==> src/hw/mem_ops_pkg.sv <==
`default_nettype none

package mem_ops_pkg;

    localparam int REG_ADDR_W = 5;
    localparam int DATA_W = 32;

    // Operations seen by the memory stages
    typedef enum logic [3:0] {
        OP_NOP   = 4'd0,
        OP_LD_B  = 4'd1,
        OP_LD_BU = 4'd2,
        OP_LD_H  = 4'd3,
        OP_LD_HU = 4'd4,
        OP_LD_W  = 4'd5,
        OP_ST_B  = 4'd6,
        OP_ST_H  = 4'd7,
        OP_ST_W  = 4'd8,
        OP_LL    = 4'd9,
        OP_SC    = 4'd10
    } op_e;

    typedef enum logic [1:0] {
        SZ_BYTE = 2'd0,
        SZ_HALF = 2'd1,
        SZ_WORD = 2'd2
    } size_e;

endpackage

`default_nettype wire

==> src/hw/mmu_pkg.sv <==
`default_nettype none

package mmu_pkg;

    localparam int VPPN_W = 20;
    localparam int PPN_W = 20;
    localparam int PG_OFS_W = 32 - PPN_W;

    typedef logic [1:0] plv_t;

    typedef enum logic [2:0] {
        FLT_NONE = 3'd0,
        FLT_ADEM = 3'd1,
        FLT_TLBR = 3'd2,
        FLT_PIL  = 3'd3,
        FLT_PIS  = 3'd4,
        FLT_PPI  = 3'd5,
        FLT_PME  = 3'd6
    } fault_e;

    // Physical address, flat or split into page number and offset
    typedef union packed {
        logic [31:0] word;
        struct packed {
            logic [PPN_W-1:0]    ppn;
            logic [PG_OFS_W-1:0] offset;
        } page;
    } paddr_u;

endpackage

`default_nettype wire

==> src/hw/mem2_stage.sv <==
`timescale 1ns/10ps
`default_nettype none

module mem2_stage (
    input  wire logic                               clk,
    input  wire logic                               rst,
    input  wire logic                               s_valid_i,
    input  mem_ops_pkg::op_e                        s_op_i,
    input  wire logic [1:0]                         s_addr_lo_i,
    input  wire logic [mem_ops_pkg::REG_ADDR_W-1:0] s_waddr_i,
    input  wire logic                               s_wreg_i,
    input  wire logic [mem_ops_pkg::DATA_W-1:0]     s_wdata_i,
    input  mmu_pkg::fault_e                         s_fault_i,
    input  wire logic [31:0]                        rdata_i,
    output logic                                    llbit_o,
    output logic                                    wb_valid_o,
    output logic [mem_ops_pkg::REG_ADDR_W-1:0]      wb_waddr_o,
    output logic [mem_ops_pkg::DATA_W-1:0]          wb_wdata_o,
    output logic                                    wb_wreg_o,
    output mmu_pkg::fault_e                         wb_fault_o
);

    logic [7:0]  ld_byte;
    logic [15:0] ld_half;
    logic        ok;
    logic        ll_upd;
    logic        ll_next;
    logic        llbit_q;

    assign ld_byte = rdata_i[{s_addr_lo_i, 3'b000} +: 8];
    assign ld_half = s_addr_lo_i[1] ? rdata_i[31:16] : rdata_i[15:0];

    always_comb begin
        case (s_op_i)
            mem_ops_pkg::OP_LD_B:  wb_wdata_o = {{24{ld_byte[7]}}, ld_byte};
            mem_ops_pkg::OP_LD_BU: wb_wdata_o = {24'b0, ld_byte};
            mem_ops_pkg::OP_LD_H:  wb_wdata_o = {{16{ld_half[15]}}, ld_half};
            mem_ops_pkg::OP_LD_HU: wb_wdata_o = {16'b0, ld_half};
            mem_ops_pkg::OP_LD_W, mem_ops_pkg::OP_LL: wb_wdata_o = rdata_i;
            default: wb_wdata_o = s_wdata_i;
        endcase
    end

    assign ok = s_valid_i & (s_fault_i == mmu_pkg::FLT_NONE);

    assign wb_valid_o = s_valid_i;
    assign wb_waddr_o = s_waddr_i;
    assign wb_wreg_o = ok & s_wreg_i;
    assign wb_fault_o = s_fault_i;

    // LL sets, SC clears
    assign ll_upd = ok & (s_op_i == mem_ops_pkg::OP_LL || s_op_i == mem_ops_pkg::OP_SC);
    assign ll_next = (s_op_i == mem_ops_pkg::OP_LL);

    always_ff @(posedge clk) begin
        if (rst) begin
            llbit_q <= 1'b0;
        end else if (ll_upd) begin
            llbit_q <= ll_next;
        end
    end

    // mem1 sees the value the instruction in the stage register leaves behind
    assign llbit_o = ll_upd ? ll_next : llbit_q;

endmodule

`default_nettype wire

==> config.mk <==
export PLATFORM = sky130hd
export DESIGN_NAME = mem2_stage
export DESIGN_NICKNAME = d
export VERILOG_FILES = /design/src/hw/mem_ops_pkg.sv /design/src/hw/mmu_pkg.sv /design/src/hw/mem2_stage.sv
export SDC_FILE = /design/constraint.sdc
export NUM_CORES = 1
export LEC_CHECK = 0
export BUFFER_PORTS_ARGS = -buffer_cell sky130_fd_sc_hd__buf_2
export CAP_MARGIN = 40
export CORE_MARGIN = 1.5
export CORE_UTILIZATION = 37
export DETAILED_ROUTE_END_ITERATION = 7
export HOLD_SLACK_MARGIN = 0.06
export PLACE_DENSITY_LB_ADDON = 0.05
export SYNTH_ARGS = -nofsm -noshare
export SYNTH_HDL_FRONTEND = slang
export SYNTH_SLANG_ARGS = --single-unit
==> constraint.sdc <==
create_clock -name clk -period 1.79 [get_ports clk]
set_clock_uncertainty 0.1 [all_clocks]
set_input_delay 0.179 -clock clk [delete_from_list [all_inputs] [get_ports clk]]
set_output_delay 0.179 -clock clk [all_outputs]
set_load 0.005 [all_outputs]
# ---- Yosys cells after proc, flatten, opt, wreduce, memory -nomap -nowiden
# Cells that the tools add are included.
dict set report word_totals {
  ff_bits 1
  in_bits 82
  output_inout_bits 43
  elab_cells 18
}
dict set report classes {
  n_eq_ne 7
  n_shift 1
  muxes 3
  bitwise_logic 3
  n_reduce_logical 3
}
# cell n
set op_table {}
lappend op_table {{$pmux W32 S5} 1}
lappend op_table {{$shiftx A32 B6 Y8} 1}
lappend op_table {{$mux W16} 1}
lappend op_table {{$eq A4 B2 Y1 const B} 2}
lappend op_table {{$eq A4 B3 Y1 const B} 2}
lappend op_table {{$eq A4 B4 Y1 const B} 2}
lappend op_table {{$eq A4 B1 Y1 const B} 1}
lappend op_table {{$and A1 B1 Y1} 3}
lappend op_table {{$logic_not A3 Y1} 1}
lappend op_table {{$reduce_or A2 Y1} 1}
lappend op_table {{$logic_or A1 B1 Y1} 1}
lappend op_table {{$mux W1} 1}

# ---- Logic depth before layout (Yosys ltp)
dict set report depth {
  word_depth 4
  mapped_depth 6
}

# ---- Least setup slack after synthesis
# OpenSTA, ideal clock, no wires.
dict set report synth_path {
  path_type {input to output}
  from {in s_addr_lo_i[0]}
  to {out wb_wdata_o[15] (netlist name)}
  arrival_ns 1.451
  required_ns 1.511
  path_slack_ns 0.060
  stages 5
  path_buffers 1
  path_cell_list {buf_6 -> mux4_2 -> o21ai_2 -> a21oi_2 -> o32a_1}
}
dict set report synth_via {
  elab_chain_cells 2
}
# element line
set synth_rtl {}
lappend synth_rtl {{from (decl)} mem2_stage.sv:9} ;# input wire logic [1:0] s_addr_lo_i,
lappend synth_rtl {{$shiftx A32 B6 Y8} mem2_stage.sv:30} ;# assign ld_byte = rdata_i[{s_addr_lo_i, 3'b000} +: 8];
lappend synth_rtl {{$pmux W32 S5} mem2_stage.sv:34} ;# case (s_op_i)
lappend synth_rtl {{to (decl)} mem2_stage.sv:18} ;# output logic [mem_ops_pkg::DATA_W-1:0] wb_wdata_o,
# No other way between the ends.

# ---- Worst setup path in the final report
dict set report layout_path {
  from {in s_addr_lo_i[0]}
  to {out wb_wdata_o[18] (netlist name)}
}
# The elaborated chain is that of the path after synthesis.

==> impl_metrics.yaml <==
hold_path:
  hold_path_class: "input port to register"
  min_from: "rst"
  hold_end: "llbit_q"
  min_path_cells: 2
logic_synthesis:
  synth_top_area_frac: 0.141
  synth_area_per_cell_um2: 7.12
  ys_ff_latch: 1
  synthMuxAreaShare: 0.176
  yosysTopAreaCell: "mux4_1"
  yosysWarnings: 0
  synth_fp_nets: 265
  synth_compound_area_frac: 0.413
  ys_seq_area_frac: 0.0154
  syn_inst: 183
  synth-xor-area-share: 0.0134
  synth_area_leaders: "mux4_1 (14%), a21oi_1 (6.9%), nor2_1 (6.9%)"
  synth_ff_type: "dfxtp_1"
  yosysUniqueCellTypes: 43
  synth-adder-area-share: 0
  synth-simple-area-share: 0.224
  synth.cell_area_mm2: 0.00130
  synth_top_family_by_area: "compound AO/OA/AOI/OAI gates"
  synth_edf_count: 0
  synth-async-reset-ratio: 0
sta:
  relSlewSlack: 0.628
  drv_slew: 0
  rsz0062_at_grt: "true"
  tightestPinTransition_ps: 557
  setup_slack_ps: -33.1
  fmax_ghz: 0.549
  tns_ps: -204
  holdWs_ps: 245
  hold_viol_final: 0
  setup_violations: 21
  finalCritPeriodShare: 1.02
  fin_crit_ps: 1820
worst_setup_path:
  slowest_delay_ps: 430
  critPathKind: "input port to output pin"
  arrival_ps: 1540
  cp.required_ps: 1510
  path_cells: "buf_8 > mux4_2 > nor4_2 > a311o_2 > buf_12 > a21oi_1 > buf_2"
  crit_family: "compound AO/OA/AOI/OAI gates"
  r2r_cells: 3
  critPathBufInv: 3
  path_max_fanout: 16
  r2r_slack_ps: 1000
  endpoint_kind: "output pin"
  critPathSlowestCell: "mux4_2"
  r2r-start: "llbit_q"
  rr_endpoint: "llbit_q"
  start_kind: "input port"
cells_and_area:
  fin_nets: 387
  antenna_cells: 0
  top_regs: "llbit_q: 1 flops"
  largest_register: "llbit_q"
  multi_input_area_mm2: 0.00116
  drive_gt1_frac: 0.594
  regArea_um2: 20.0
  synthToLayoutAreaGrowth_pct: 68.8
  fillers: 347
  largest_register_ffs: 1
global_route:
  grt_pass1_wl_mm: 8.46
  first_global_vias: 1869
  grt_overflow_total: 0
  antenna_found_initial: 0
  track_usage: 0.261
  grt_max_degree: 30
cts:
  cts_hold_buf: 0
  cts_setup_buffers: 0
  clock_latency_ps: 0
  clk_pin_slew_ps: 0
detailed_routing:
  wl_per_cell_um: 15.2
  vias_per_cell: 5.49
  drt_pass1_iterations: 4
  num_vias: 1916
  route.detailed.drc: 0
  wl_mm: 5.31
  initialDrtViolationCount: 88
  ant_nets: 0
power_and_ir_drop:
  p_leak_nw: 1.06
  vdd_drop_max_uv: 156
  powerDensity_mw_per_mm2: 301
floorplanning:
  start_util: 0.387
  num_io_pins: 125
  die_area_mm2: 0.00389
  row_count: 21
  design.core.area_mm2: 0.00336
  die_x_um: 62.3
  die_h_um: 62.3
status:
  violations: "negative setup slack"
  status: "finished, violations left"
placed_design:
  finalWeightedCongestion: 0.896
  hpwl_mm: 4.22
  portBuffers: 114
run:
  maxCapViolCount: 0
[stage by stage]
step | power [W] | utilization | cells | instance area (um^2) | worst slack, ps
4_1_cts | 0.000638 | 0.635 | 349 | 2130 | -45.6
2_1_floorplan | 0.000325 | - | 183 | 1300 | 59.9
5_1_grt | 0.000720 | 0.654 | 349 | 2200 | -74.0
3_3_place_gp | 0.000610 | 0.610 | 349 | 2050 | -184
6_report | 0.000662 | 0.654 | 349 | 2200 | -33.1
3_5_place_dp | 0.000610 | 0.610 | 349 | 2050 | -152
[layer usage]
layer,vias up,GRT usage,part of all wire
li1,937,-,-
met1,900,0.314,0.39
met4,0,0.0361,0
met3,0,0.0163,0.056
met2,79,0.514,0.55
met5,-,0,0
[final cells by class]
cell class                 count  share of cell area
multi-input combinational    143               0.530
timing repair buffer         141               0.402
inverter                      18              0.0324
tap                           46              0.0262
sequential                     1             0.00911
[cells in the final DEF, fill, tap and decap left out, types with 2 or more instances in the layout]
master / instances
o21ai_2: 2
nand3_1: 2
o221ai_1: 8
o22a_2: 7
buf_6: 9
nand2b_2: 2
a32oi_2: 2
nor3_1: 4
inv_1: 17
mux4_2: 5
a32o_1: 7
a32oi_1: 4
a21oi_2: 5
mux2_2: 2
nor2b_1: 2
nand2b_1: 4
nor2_2: 2
nor2_1: 22
buf_4: 20
o32ai_1: 2
a2bb2oi_1: 2
buf_2: 106
mux4_1: 3
a21oi_1: 17
buf_12: 4
nand2_1: 19
[worst max path at each step]
stage / to / from / slack, ps / cells after the start
2_1_floorplan: wb_wdata_o[15] / s_addr_lo_i[0] / 60 / 5
3_3_place_gp: wb_wdata_o[9] / s_op_i[0] / -180 / 7
3_5_place_dp: wb_wdata_o[16] / s_addr_lo_i[0] / -150 / 7
4_1_cts: wb_wdata_o[15] / s_addr_lo_i[0] / -50 / 6
5_1_grt: wb_wdata_o[18] / s_addr_lo_i[0] / -70 / 7
6_report: wb_wdata_o[18] / s_addr_lo_i[0] / -30 / 7
[power breakdown]
| group | total, W | switching (W) | internal, W |
|---|---|---|---|
| sequential | 0.0000228 | 0.0000000351 | 0.0000228 |
| combinational | 0.000639 | 0.000297 | 0.000343 |
| clock | 0 | 0 | 0 |
| total | 0.000662 | 0.000297 | 0.000365 |
[kinds of logic after synthesis]
group	Yosys count
and+or+nand+nor	63
muxes	10
xor gates and xnor gates	2
DFF	1
buffers and inverters	39
AOI/OAI and AO/OA	68
[cells in the mapped netlist (2+ instances only)]
master,count
buf_2,6
a21oi_2,5
mux2_2,2
o22ai_1,2
clkbuf_1,3
nand2b_1,6
o22a_2,7
a2bb2oi_1,2
inv_1,18
buf_6,2
a32oi_1,6
nor3_1,4
buf_4,10
a32o_1,7
nand3_1,2
mux4_1,7
nand2_1,19
nor2b_1,2
nor2_1,24
a21oi_1,18
o221ai_1,8
o32ai_1,2
[repair_timing]
item | CTS | global route
pin swaps | 15 | 5
resized for setup | 23 | 19
endpoints found under the setup margin | 33 | 32
cloned | 0 | 0
Power figures use the tool's default switching activity.
