--- src/hw/mem_ops_pkg.sv ---
`default_nettype none

package mem_ops_pkg;

    localparam int REG_ADDR_W = 5;
    localparam int DATA_W = 32;

    // Operations seen by the memory stages
    typedef enum logic [3:0] {
        OP_NOP   = 4'd0,
        OP_LD_B  = 4'd1,
        OP_LD_BU = 4'd2,
        OP_LD_H  = 4'd3,
        OP_LD_HU = 4'd4,
        OP_LD_W  = 4'd5,
        OP_ST_B  = 4'd6,
        OP_ST_H  = 4'd7,
        OP_ST_W  = 4'd8,
        OP_LL    = 4'd9,
        OP_SC    = 4'd10
    } op_e;

    typedef enum logic [1:0] {
        SZ_BYTE = 2'd0,
        SZ_HALF = 2'd1,
        SZ_WORD = 2'd2
    } size_e;

endpackage

`default_nettype wire

--- src/hw/mmu_pkg.sv ---
`default_nettype none

package mmu_pkg;

    localparam int VPPN_W = 20;
    localparam int PPN_W = 20;
    localparam int PG_OFS_W = 32 - PPN_W;

    typedef logic [1:0] plv_t;

    typedef enum logic [2:0] {
        FLT_NONE = 3'd0,
        FLT_ADEM = 3'd1,
        FLT_TLBR = 3'd2,
        FLT_PIL  = 3'd3,
        FLT_PIS  = 3'd4,
        FLT_PPI  = 3'd5,
        FLT_PME  = 3'd6
    } fault_e;

    // Physical address, flat or split into page number and offset
    typedef union packed {
        logic [31:0] word;
        struct packed {
            logic [PPN_W-1:0]    ppn;
            logic [PG_OFS_W-1:0] offset;
        } page;
    } paddr_u;

endpackage

`default_nettype wire

--- src/hw/mem1_stage.sv ---
`timescale 1ns/10ps
`default_nettype none

module mem1_stage #(
    parameter int LINE_BYTES = 16,
    parameter int NSET = 64
) (
    input  wire logic                                 clk,
    input  wire logic                                 rst,
    input  wire logic                                 flush_i,
    input  wire logic                                 advance_i,
    output logic                                      advance_ready_o,
    input  wire logic                                 valid_i,
    input  mem_ops_pkg::op_e                          op_i,
    input  wire logic [31:0]                          vaddr_i,
    input  wire logic [mem_ops_pkg::DATA_W-1:0]       store_data_i,
    input  wire logic [mem_ops_pkg::REG_ADDR_W-1:0]   waddr_i,
    input  wire logic                                 wreg_i,
    input  mmu_pkg::plv_t                             plv_i,
    input  wire logic                                 trans_en_i,
    input  mmu_pkg::paddr_u                           paddr_i,
    input  wire logic                                 found_i,
    input  wire logic                                 tlb_v_i,
    input  wire logic                                 tlb_d_i,
    input  mmu_pkg::plv_t                             tlb_plv_i,
    input  wire logic                                 llbit_i,
    input  wire logic                                 ram_ready_i,
    output logic                                      req_en_o,
    output logic                                      req_we_o,
    output logic [3:0]                                req_be_o,
    output logic [29:0]                               req_addr_o,
    output logic [mem_ops_pkg::DATA_W-1:0]            req_wdata_o,
    output logic                                      s_valid_o,
    output mem_ops_pkg::op_e                          s_op_o,
    output logic [1:0]                                s_addr_lo_o,
    output logic [mem_ops_pkg::REG_ADDR_W-1:0]        s_waddr_o,
    output logic                                      s_wreg_o,
    output logic [mem_ops_pkg::DATA_W-1:0]            s_wdata_o,
    output mmu_pkg::fault_e                           s_fault_o
);

    localparam int OFF_W = $clog2(LINE_BYTES);
    localparam int IDX_W = $clog2(NSET);

    logic [31:0]                    phys;
    logic [IDX_W-1:0]               set_idx;
    logic                           load_op;
    logic                           store_op;
    logic                           access;
    mem_ops_pkg::size_e             size;
    mmu_pkg::fault_e                fault;
    logic [3:0]                     be_base;
    logic [mem_ops_pkg::DATA_W-1:0] wdata_base;
    logic                           last_mem;
    logic                           last_mem_d;
    logic [IDX_W-1:0]               last_idx;
    logic [IDX_W-1:0]               last_idx_d;
    logic                           hit_last;
    logic                           hit_last_d;

    assign phys = trans_en_i ? paddr_i.word : vaddr_i;
    assign set_idx = phys[OFF_W +: IDX_W];

    always_comb begin
        load_op = 1'b0;
        store_op = 1'b0;
        size = mem_ops_pkg::SZ_WORD;
        case (op_i)
            mem_ops_pkg::OP_LD_B, mem_ops_pkg::OP_LD_BU: begin
                load_op = 1'b1;
                size = mem_ops_pkg::SZ_BYTE;
            end
            mem_ops_pkg::OP_LD_H, mem_ops_pkg::OP_LD_HU: begin
                load_op = 1'b1;
                size = mem_ops_pkg::SZ_HALF;
            end
            mem_ops_pkg::OP_LD_W, mem_ops_pkg::OP_LL: load_op = 1'b1;
            mem_ops_pkg::OP_ST_B: begin
                store_op = 1'b1;
                size = mem_ops_pkg::SZ_BYTE;
            end
            mem_ops_pkg::OP_ST_H: begin
                store_op = 1'b1;
                size = mem_ops_pkg::SZ_HALF;
            end
            mem_ops_pkg::OP_ST_W: store_op = 1'b1;
            // A failed SC never touches memory
            mem_ops_pkg::OP_SC: store_op = llbit_i;
            default: ;
        endcase
    end

    assign access = valid_i & (load_op | store_op);

    always_comb begin
        fault = mmu_pkg::FLT_NONE;
        if (access && trans_en_i) begin
            if (plv_i == 2'd3 && vaddr_i[31]) begin
                fault = mmu_pkg::FLT_ADEM;
            end else if (!found_i) begin
                fault = mmu_pkg::FLT_TLBR;
            end else if (!tlb_v_i) begin
                fault = load_op ? mmu_pkg::FLT_PIL : mmu_pkg::FLT_PIS;
            end else if (plv_i > tlb_plv_i) begin
                fault = mmu_pkg::FLT_PPI;
            end else if (store_op && !tlb_d_i) begin
                fault = mmu_pkg::FLT_PME;
            end
        end
    end

    // Same-set hold-off over the two previous accepted accesses
    always_ff @(posedge clk) begin
        if (rst) begin
            last_mem <= 1'b0;
            last_idx <= '0;
        end else if (access && advance_i) begin
            last_mem <= 1'b1;
            last_idx <= set_idx;
        end else if (ram_ready_i) begin
            last_mem <= 1'b0;
        end
    end

    always_ff @(posedge clk) begin
        if (rst) begin
            last_mem_d <= 1'b0;
            last_idx_d <= '0;
        end else begin
            last_mem_d <= last_mem;
            last_idx_d <= last_idx;
        end
    end

    assign hit_last = last_mem & (last_idx == set_idx);
    assign hit_last_d = last_mem_d & (last_idx_d == set_idx);
    assign advance_ready_o = access ? (ram_ready_i & ~hit_last & ~hit_last_d) : 1'b1;

    always_comb begin
        case (size)
            mem_ops_pkg::SZ_BYTE: begin
                be_base = 4'b0001;
                wdata_base = {24'b0, store_data_i[7:0]};
            end
            mem_ops_pkg::SZ_HALF: begin
                be_base = 4'b0011;
                wdata_base = {16'b0, store_data_i[15:0]};
            end
            default: begin
                be_base = 4'b1111;
                wdata_base = store_data_i;
            end
        endcase
    end

    assign req_en_o = advance_i & access & ram_ready_i & (fault == mmu_pkg::FLT_NONE);
    assign req_we_o = store_op;
    assign req_be_o = be_base << phys[1:0];
    assign req_wdata_o = wdata_base << {phys[1:0], 3'b000};
    assign req_addr_o = phys[31:2];

    always_ff @(posedge clk) begin
        if (rst || flush_i) begin
            s_valid_o <= 1'b0;
        end else begin
            // Bubble while stalled
            s_valid_o <= advance_i & valid_i;
        end
    end

    always_ff @(posedge clk) begin
        if (advance_i) begin
            s_op_o <= op_i;
            s_addr_lo_o <= phys[1:0];
            s_waddr_o <= waddr_i;
            s_fault_o <= fault;
            if (op_i == mem_ops_pkg::OP_SC) begin
                s_wreg_o <= 1'b1;
                s_wdata_o <= {{(mem_ops_pkg::DATA_W-1){1'b0}}, llbit_i};
            end else begin
                s_wreg_o <= wreg_i;
                s_wdata_o <= store_data_i;
            end
        end
    end

endmodule

`default_nettype wire

--- config.mk ---
export PLATFORM = sky130hd
export DESIGN_NAME = mem1_stage
export DESIGN_NICKNAME = d
export VERILOG_FILES = /design/src/hw/mem_ops_pkg.sv /design/src/hw/mmu_pkg.sv /design/src/hw/mem1_stage.sv
export SDC_FILE = /design/constraint.sdc
export NUM_CORES = 1
export LEC_CHECK = 0
export BUFFER_PORTS_ARGS = -buffer_cell sky130_fd_sc_hd__buf_2
export CAP_MARGIN = 5
export CELL_PAD_IN_SITES_DETAIL_PLACEMENT = 1
export CELL_PAD_IN_SITES_GLOBAL_PLACEMENT = 1
export CORE_MARGIN = 1.5
export CORE_UTILIZATION = 28
export CTS_CLUSTER_SIZE = 10
export DETAILED_ROUTE_END_ITERATION = 8
export PLACE_DENSITY_LB_ADDON = 0.1
export SLEW_MARGIN = 20
export SYNTH_ARGS = -nofsm -noshare
export SYNTH_HDL_FRONTEND = slang
export SYNTH_SLANG_ARGS = --single-unit
--- constraint.sdc ---
create_clock -name clk -period 1.5 [get_ports clk]
set_input_delay 0.075 -clock clk [delete_from_list [all_inputs] [get_ports clk]]
set_output_delay 0.075 -clock clk [all_outputs]
set_load 0.01 [all_outputs]
# Word-level counts from Yosys, hierarchy flattened
# Cells that the tools add are included.
# Widths: inputs -> output; s select.
[totals]
regBits = 62
out_inout_bits = 117
elab_cells = 71
[op_classes]
magnitude_cmp = 1
eq_ne = 14
shift = 2
muxes = 17
n_bitwise = 12
reduce_logical = 13
[op_table]
columns = ["op", "n"]
rows = [
  ["$pmux 32 s2", 1],
  ["$mux 32", 1],
  ["$shl 32x5->32", 1],
  ["$mux 3", 7],
  ["$eq 4x3->1 const B", 4],
  ["$eq 4x4->1 const B", 3],
  ["$eq 6x6->1", 2],
  ["$and 1x1->1", 9],
  ["$reduce_or 3->1", 3],
  ["$eq 4x2->1 const B", 2],
  ["$pmux 4 s2", 1],
  ["$reduce_or 6->1", 1],
  ["$mux 1", 5],
  ["$eq 4x1->1 const B", 1],
  ["$logic_and 1x1->1", 4],
  ["$pmux 2 s2", 1],
  ["$shl 4x2->4", 1],
  ["$logic_not 3->1", 1],
  ["$eq 2x1->1 const B", 1],
  ["$eq 2x2->1 const B", 1],
  ["$gt 2x2->1", 1],
  ["$logic_not 2->1", 1],
  ["$not 1->1", 2],
  ["$pmux 1 s2", 1],
  ["other kinds (4)", 4],
]

# Logic depth before layout (Yosys ltp)
[logic_depth]
depth_word = 12
mapped_depth = 8
depth_no_buf = 7

# Worst setup path before layout
# OpenSTA, ideal clock, no wires.
[synth_timing]
path_kind = "in2reg"
start = "input op_i[3]"
end = "register last_idx[4]"
setup_time_ns = 0.140
arrival_ns = 1.422
required_time_ns = 1.360
setup_slack_ns = -0.062
stages = 8
path_buffers = 3
path_cell_list = "buf_6 or4_1 o311a_2 and3_4 buf_6 buf_8 nor2_1 a211oi_2"
[synth_via]
elab_chain_len = 6
[synth_lines]
columns = ["item", "line_no", "source"]
rows = [
  ["start: declaration", "mem1_stage.sv:14", "input mem_ops_pkg::op_e op_i,"],
  ["$eq 4x3->1 (tied with other cells)", "mem1_stage.sv:68", "case (op_i)"],
  ["$reduce_or 3->1 (no line) or $reduce_or 6->1 (tied branches)", "-", ""],
  ["$pmux 1 s2 or $mux 1 (tied branches)", "mem1_stage.sv:68", ""],
  ["$or 1x1->1 (*)", "mem1_stage.sv:93", "assign access = valid_i & (load_op | store_op);"],
  ["$and 1x1->1 (*)", "mem1_stage.sv:93", ""],
  ["$logic_and 1x1->1 (*)", "mem1_stage.sv:117", "end else if (access && advance_i) begin"],
  ["end signal: assignment", "mem1_stage.sv:119", "last_idx <= set_idx;"],
  ["end: declaration", "mem1_stage.sv:56", "logic [IDX_W-1:0] last_idx;"],
]
# Mark *: on every way between the ends. The rest lies on a longest branch, timed or not.
# A chain may end at the register's enable or synchronous reset.

# Worst setup path in the final report
[layout_timing]
start = "input op_i[2]"
end = "output req_wdata_o[28] (netlist name)"
[layout_via]
elab_chain_len = 6
[layout_lines]
columns = ["item", "line_no", "source"]
rows = [
  ["$eq 4x3->1 (tied with other cells)", "mem1_stage.sv:68", ""],
  ["$reduce_or 3->1 (no line)", "-", ""],
  ["$pmux 2 s2 (*)", "mem1_stage.sv:68", ""],
  ["$eq 2x1->1 or $logic_not 2->1 (tied branches)", "mem1_stage.sv:140", "case (size)"],
  ["$pmux 32 s2 (*)", "mem1_stage.sv:140", ""],
  ["$shl 32x5->32 (*)", "mem1_stage.sv:159", "assign req_wdata_o = wdata_base << {phys[1:0], 3'b000};"],
  ["end: declaration", "mem1_stage.sv:32", "output logic [mem_ops_pkg::DATA_W-1:0] req_wdata_o,"],
]
# Marks and branches as above.

==> flow_metrics.env <==
export IMPL_hold_path_class="in2reg"
export IMPL_port_buffers=237
export IMPL_synth_area_mux_share_pct=11.8
export IMPL_overflow=0
export IMPL_worstPathMaxFanout=6
export IMPL_drtAntennaViolNets=0
export IMPL_clk_latency_ns=0.34
export IMPL_wirelength_mm=13.5
export IMPL_grt_pass1_vias=3857
export IMPL_avgSynthCellArea_um2=10.4
export IMPL_syn_to_final_growth_pct=63.3
export IMPL_vias=3701
export IMPL_rr_startpoint="last_idx[0]$_SDFFE_PP0P_"
export IMPL_yosys_most_used_dff="edfxtp_1"
export IMPL_die_area_um2=14000
export IMPL_via_per_inst=4.60
export IMPL_antennaDiodeCount=0
export IMPL_clkTransAtPathRegs_ns=0.05
export IMPL_synth_edf_count=47
export IMPL_rsz0062_at_grt="yes"
export IMPL_grt_pass1_wl_mm=21.4
export IMPL_rows=42
export IMPL_slew_headroom_pct=75.4
export IMPL_layout_setup_ws_ns=-0.139
export IMPL_dp_hpwl_mm=10.2
export IMPL_max_stage_delay_ns=0.40
export IMPL_ys_seq_area_share_pct=45.8
export IMPL_setup_viol=26
export IMPL_ys_types=46
export IMPL_finalWeightedCongestion=0.778
export IMPL_synthTopCellsByArea="edfxtp_1, nor2b_1, dfxtp_1"
export IMPL_core_um2=13100
export IMPL_crit_required_ns=1.42
export IMPL_drc=0
export IMPL_synthAdderAreaFrac_pct=0.670
export IMPL_antenna_found_initial=0
export IMPL_nets=746
export IMPL_fin_skew_ns=0.00131
export IMPL_grt_util_all_layers_pct=19.9
export IMPL_ys_warn_count=0
export IMPL_synthMostInstantiatedCell="nor2b_1"
export IMPL_cts_root_buffer_cell="clkbuf_16"
export IMPL_crit_chain="buf_8 > buf_6 > or3b_4 > a21oi_4 > buf_12 > buf_12 > nor2_4 > a21oi_4 > o22ai_2 > buf_2"
export IMPL_critPathCapture="req_wdata_o[28]"
export IMPL_die_h_um=119
export IMPL_critPathKind="in2out"
export IMPL_fill_cells=1546
export IMPL_violations="negative setup slack"
export IMPL_ios=238
export IMPL_die_x_um=119
export IMPL_leakagePower_uw=0.00281
export IMPL_dr_wl_met3_um=862
export IMPL_grt_start_max_net_pins=49
export IMPL_wl_per_cell_um=16.8
export IMPL_drive_above_1_share_pct=62.9
export IMPL_synth_simple_gate_area_share_pct=17.7
export IMPL_cellPowerDensity_nw_per_um2=972
export IMPL_finalPower_uw=5930
export IMPL_hold_viol=0
export IMPL_drv_cap=0
export IMPL_cts_buffer_depth=2
export IMPL_wl_met1_mm=5.53
export IMPL_rr_endpoint="last_idx[0]$_SDFFE_PP0P_"
export IMPL_place_inst=766
export IMPL_critical_path_slowest_cell="or3b_4"
export IMPL_worst_setup_path_start_kind="primary input"
export IMPL_peakVddDrop_v=0.000522
export IMPL_synth_compound_area_share_pct=10.6
export IMPL_final_cells=804
export IMPL_drtIter0Drc=170
export IMPL_synth_top_family_by_area="simple AND/OR/NAND/NOR gates"
export IMPL_synth_commonest_cells="nor2b_1, edfxtp_1, buf_4"
export IMPL_outcome="finished, violations left"
export IMPL_rrSetupSlack_ns=0.79
export IMPL_wl_met2_mm=6.77
export IMPL_crit_start="op_i[2]"
export IMPL_postSynth_asyncResetShare_pct=0
export IMPL_synthesis_area_um2=3740
export IMPL_cts_tree="yes"
export IMPL_slew_viol_final=0
export IMPL_highest_layer="met4"
export IMPL_multiInputGateArea_um2=1950
export IMPL_crit_path_end_kind="primary output"
export IMPL_netlist_instances=361
export IMPL_cp_arrival_ns=1.56
export IMPL_period_needed_ns=1.64
export IMPL_start_util_pct=28.4
export IMPL_setup_tns_ns=-2.05
export IMPL_numCtsBuffers=9
export IMPL_fmax_ghz=0.610
export IMPL_synth_seq_cells=62
export IMPL_tightest_slew_ns=0.368
export IMPL_synth_xor_area_share_pct=3.05
export IMPL_fin_crit_sh_pct=109
export IMPL_reg2reg_depth=2
export IMPL_synth_nets=484
export IMPL_clock_sinks=62
export IMPL_ff_latch_area_um2=1710
export IMPL_synth_top_cell_by_area="edfxtp_1"
export IMPL_dr_pass1_iters=4
export IMPL_synth_top_area_share_pct=37.8
export IMPL_h_tree_depth=3
## worst min path at each step
stage,from,to,slack (ns),cells after the start
floorplan,rst,last_idx_d[0]$_SDFF_PP0_,0.15,1
global placement,flush_i,s_valid_o$_SDFF_PP0_,0.24,2
detailed placement,flush_i,s_valid_o$_SDFF_PP0_,0.24,2
CTS,valid_i,s_valid_o$_SDFF_PP0_,0.007,3
global route,op_i[3],s_op_o[3]$_DFFE_PP_,0.01,1
finish,op_i[3],s_op_o[3]$_DFFE_PP_,0.02,1
## flip-flops by register name, summed over array words and instances (netlist names)
name and count:
last_idx 6, last_idx_d 6, last_mem 1, last_mem_d 1, s_addr_lo_o 2, s_fault_o 3
s_op_o 4, s_valid_o 1, s_waddr_o 5, s_wdata_o 32, s_wreg_o 1
## critical path: cells and delay by family
| family | cells | cell delay [ns] |
|---|---|---|
| AO/OA/AOI/OAI | 3 | 0.43 |
| buffers and inverters | 5 | 0.62 |
| AND/OR/NAND/NOR | 2 | 0.44 |
## kinds of logic after synthesis
kind of cell	count (synthesis)
fa+ha+maj	2
flops	62
compound gates	53
simple gates	126
buf+inv	64
xor+xnor	13
mux	41
## metrics by stage
stage,hold WS [ns],setup slack [ns],instance area (um2),util (%)
2_1_floorplan,0.147,-0.00500,3780,-
3_3_place_gp,0.241,-0.269,5220,39.7
3_5_place_dp,0.244,-0.370,5220,39.7
4_1_cts,0.00651,-0.140,5990,45.6
5_1_grt,0.0131,-0.261,6100,46.5
6_report,0.0229,-0.139,6100,46.5
## per-layer routing
layer,vias up,track usage [%]
met1,1768,24.4
met4,0,8.36
met2,155,33.6
met5,-,0
li1,1757,-
met3,21,4.73
## repair_timing
action                                  4_1_cts  5_1_grt
endpoints found under the setup margin       26       29
hold buffers                                  9        0
hold endpoints to repair                      9        0
setup buffers                                11        2
gates resized for setup                      61       22
pin swaps                                    30       16
## cell usage in the layout, fill, tap and decap left out, types with 3 or more instances in the layout
cell             n
xor2_1           6
buf_2          230
nor2_2           5
dlygate4sd3_1    9
clkbuf_16        9
nor2_1          13
a21oi_2         10
o21ai_0          4
edfxtp_1        47
a22oi_2          8
nor2b_1         48
xnor2_1          7
nand2b_1         3
dfxtp_1         15
mux2i_1         14
nand2_1         27
nor2_4           8
mux2_2          25
bufinv_16        3
buf_6           12
buf_12           6
inv_1           14
o22ai_1          6
nand4_1          3
buf_4           41
a21oi_4          3
a211oi_2         7
nor4_2           3
## report_power, final
part / internal [uW] / total [uW] / switching, uW
clock network: 1610 / 2400 / 790
logic: 732 / 1510 / 774
registers: 1990 / 2020 / 38.0
## area by class of cell
class	count	area share, %
multi-input combinational	235	32.0
timing repair buffer	299	29.8
sequential	62	28.0
clock buffer	9	3.69
tap	176	3.61
clock inverter	7	1.82
inverter	16	1.03
No activity file was read; power rests on OpenSTA's default activity.
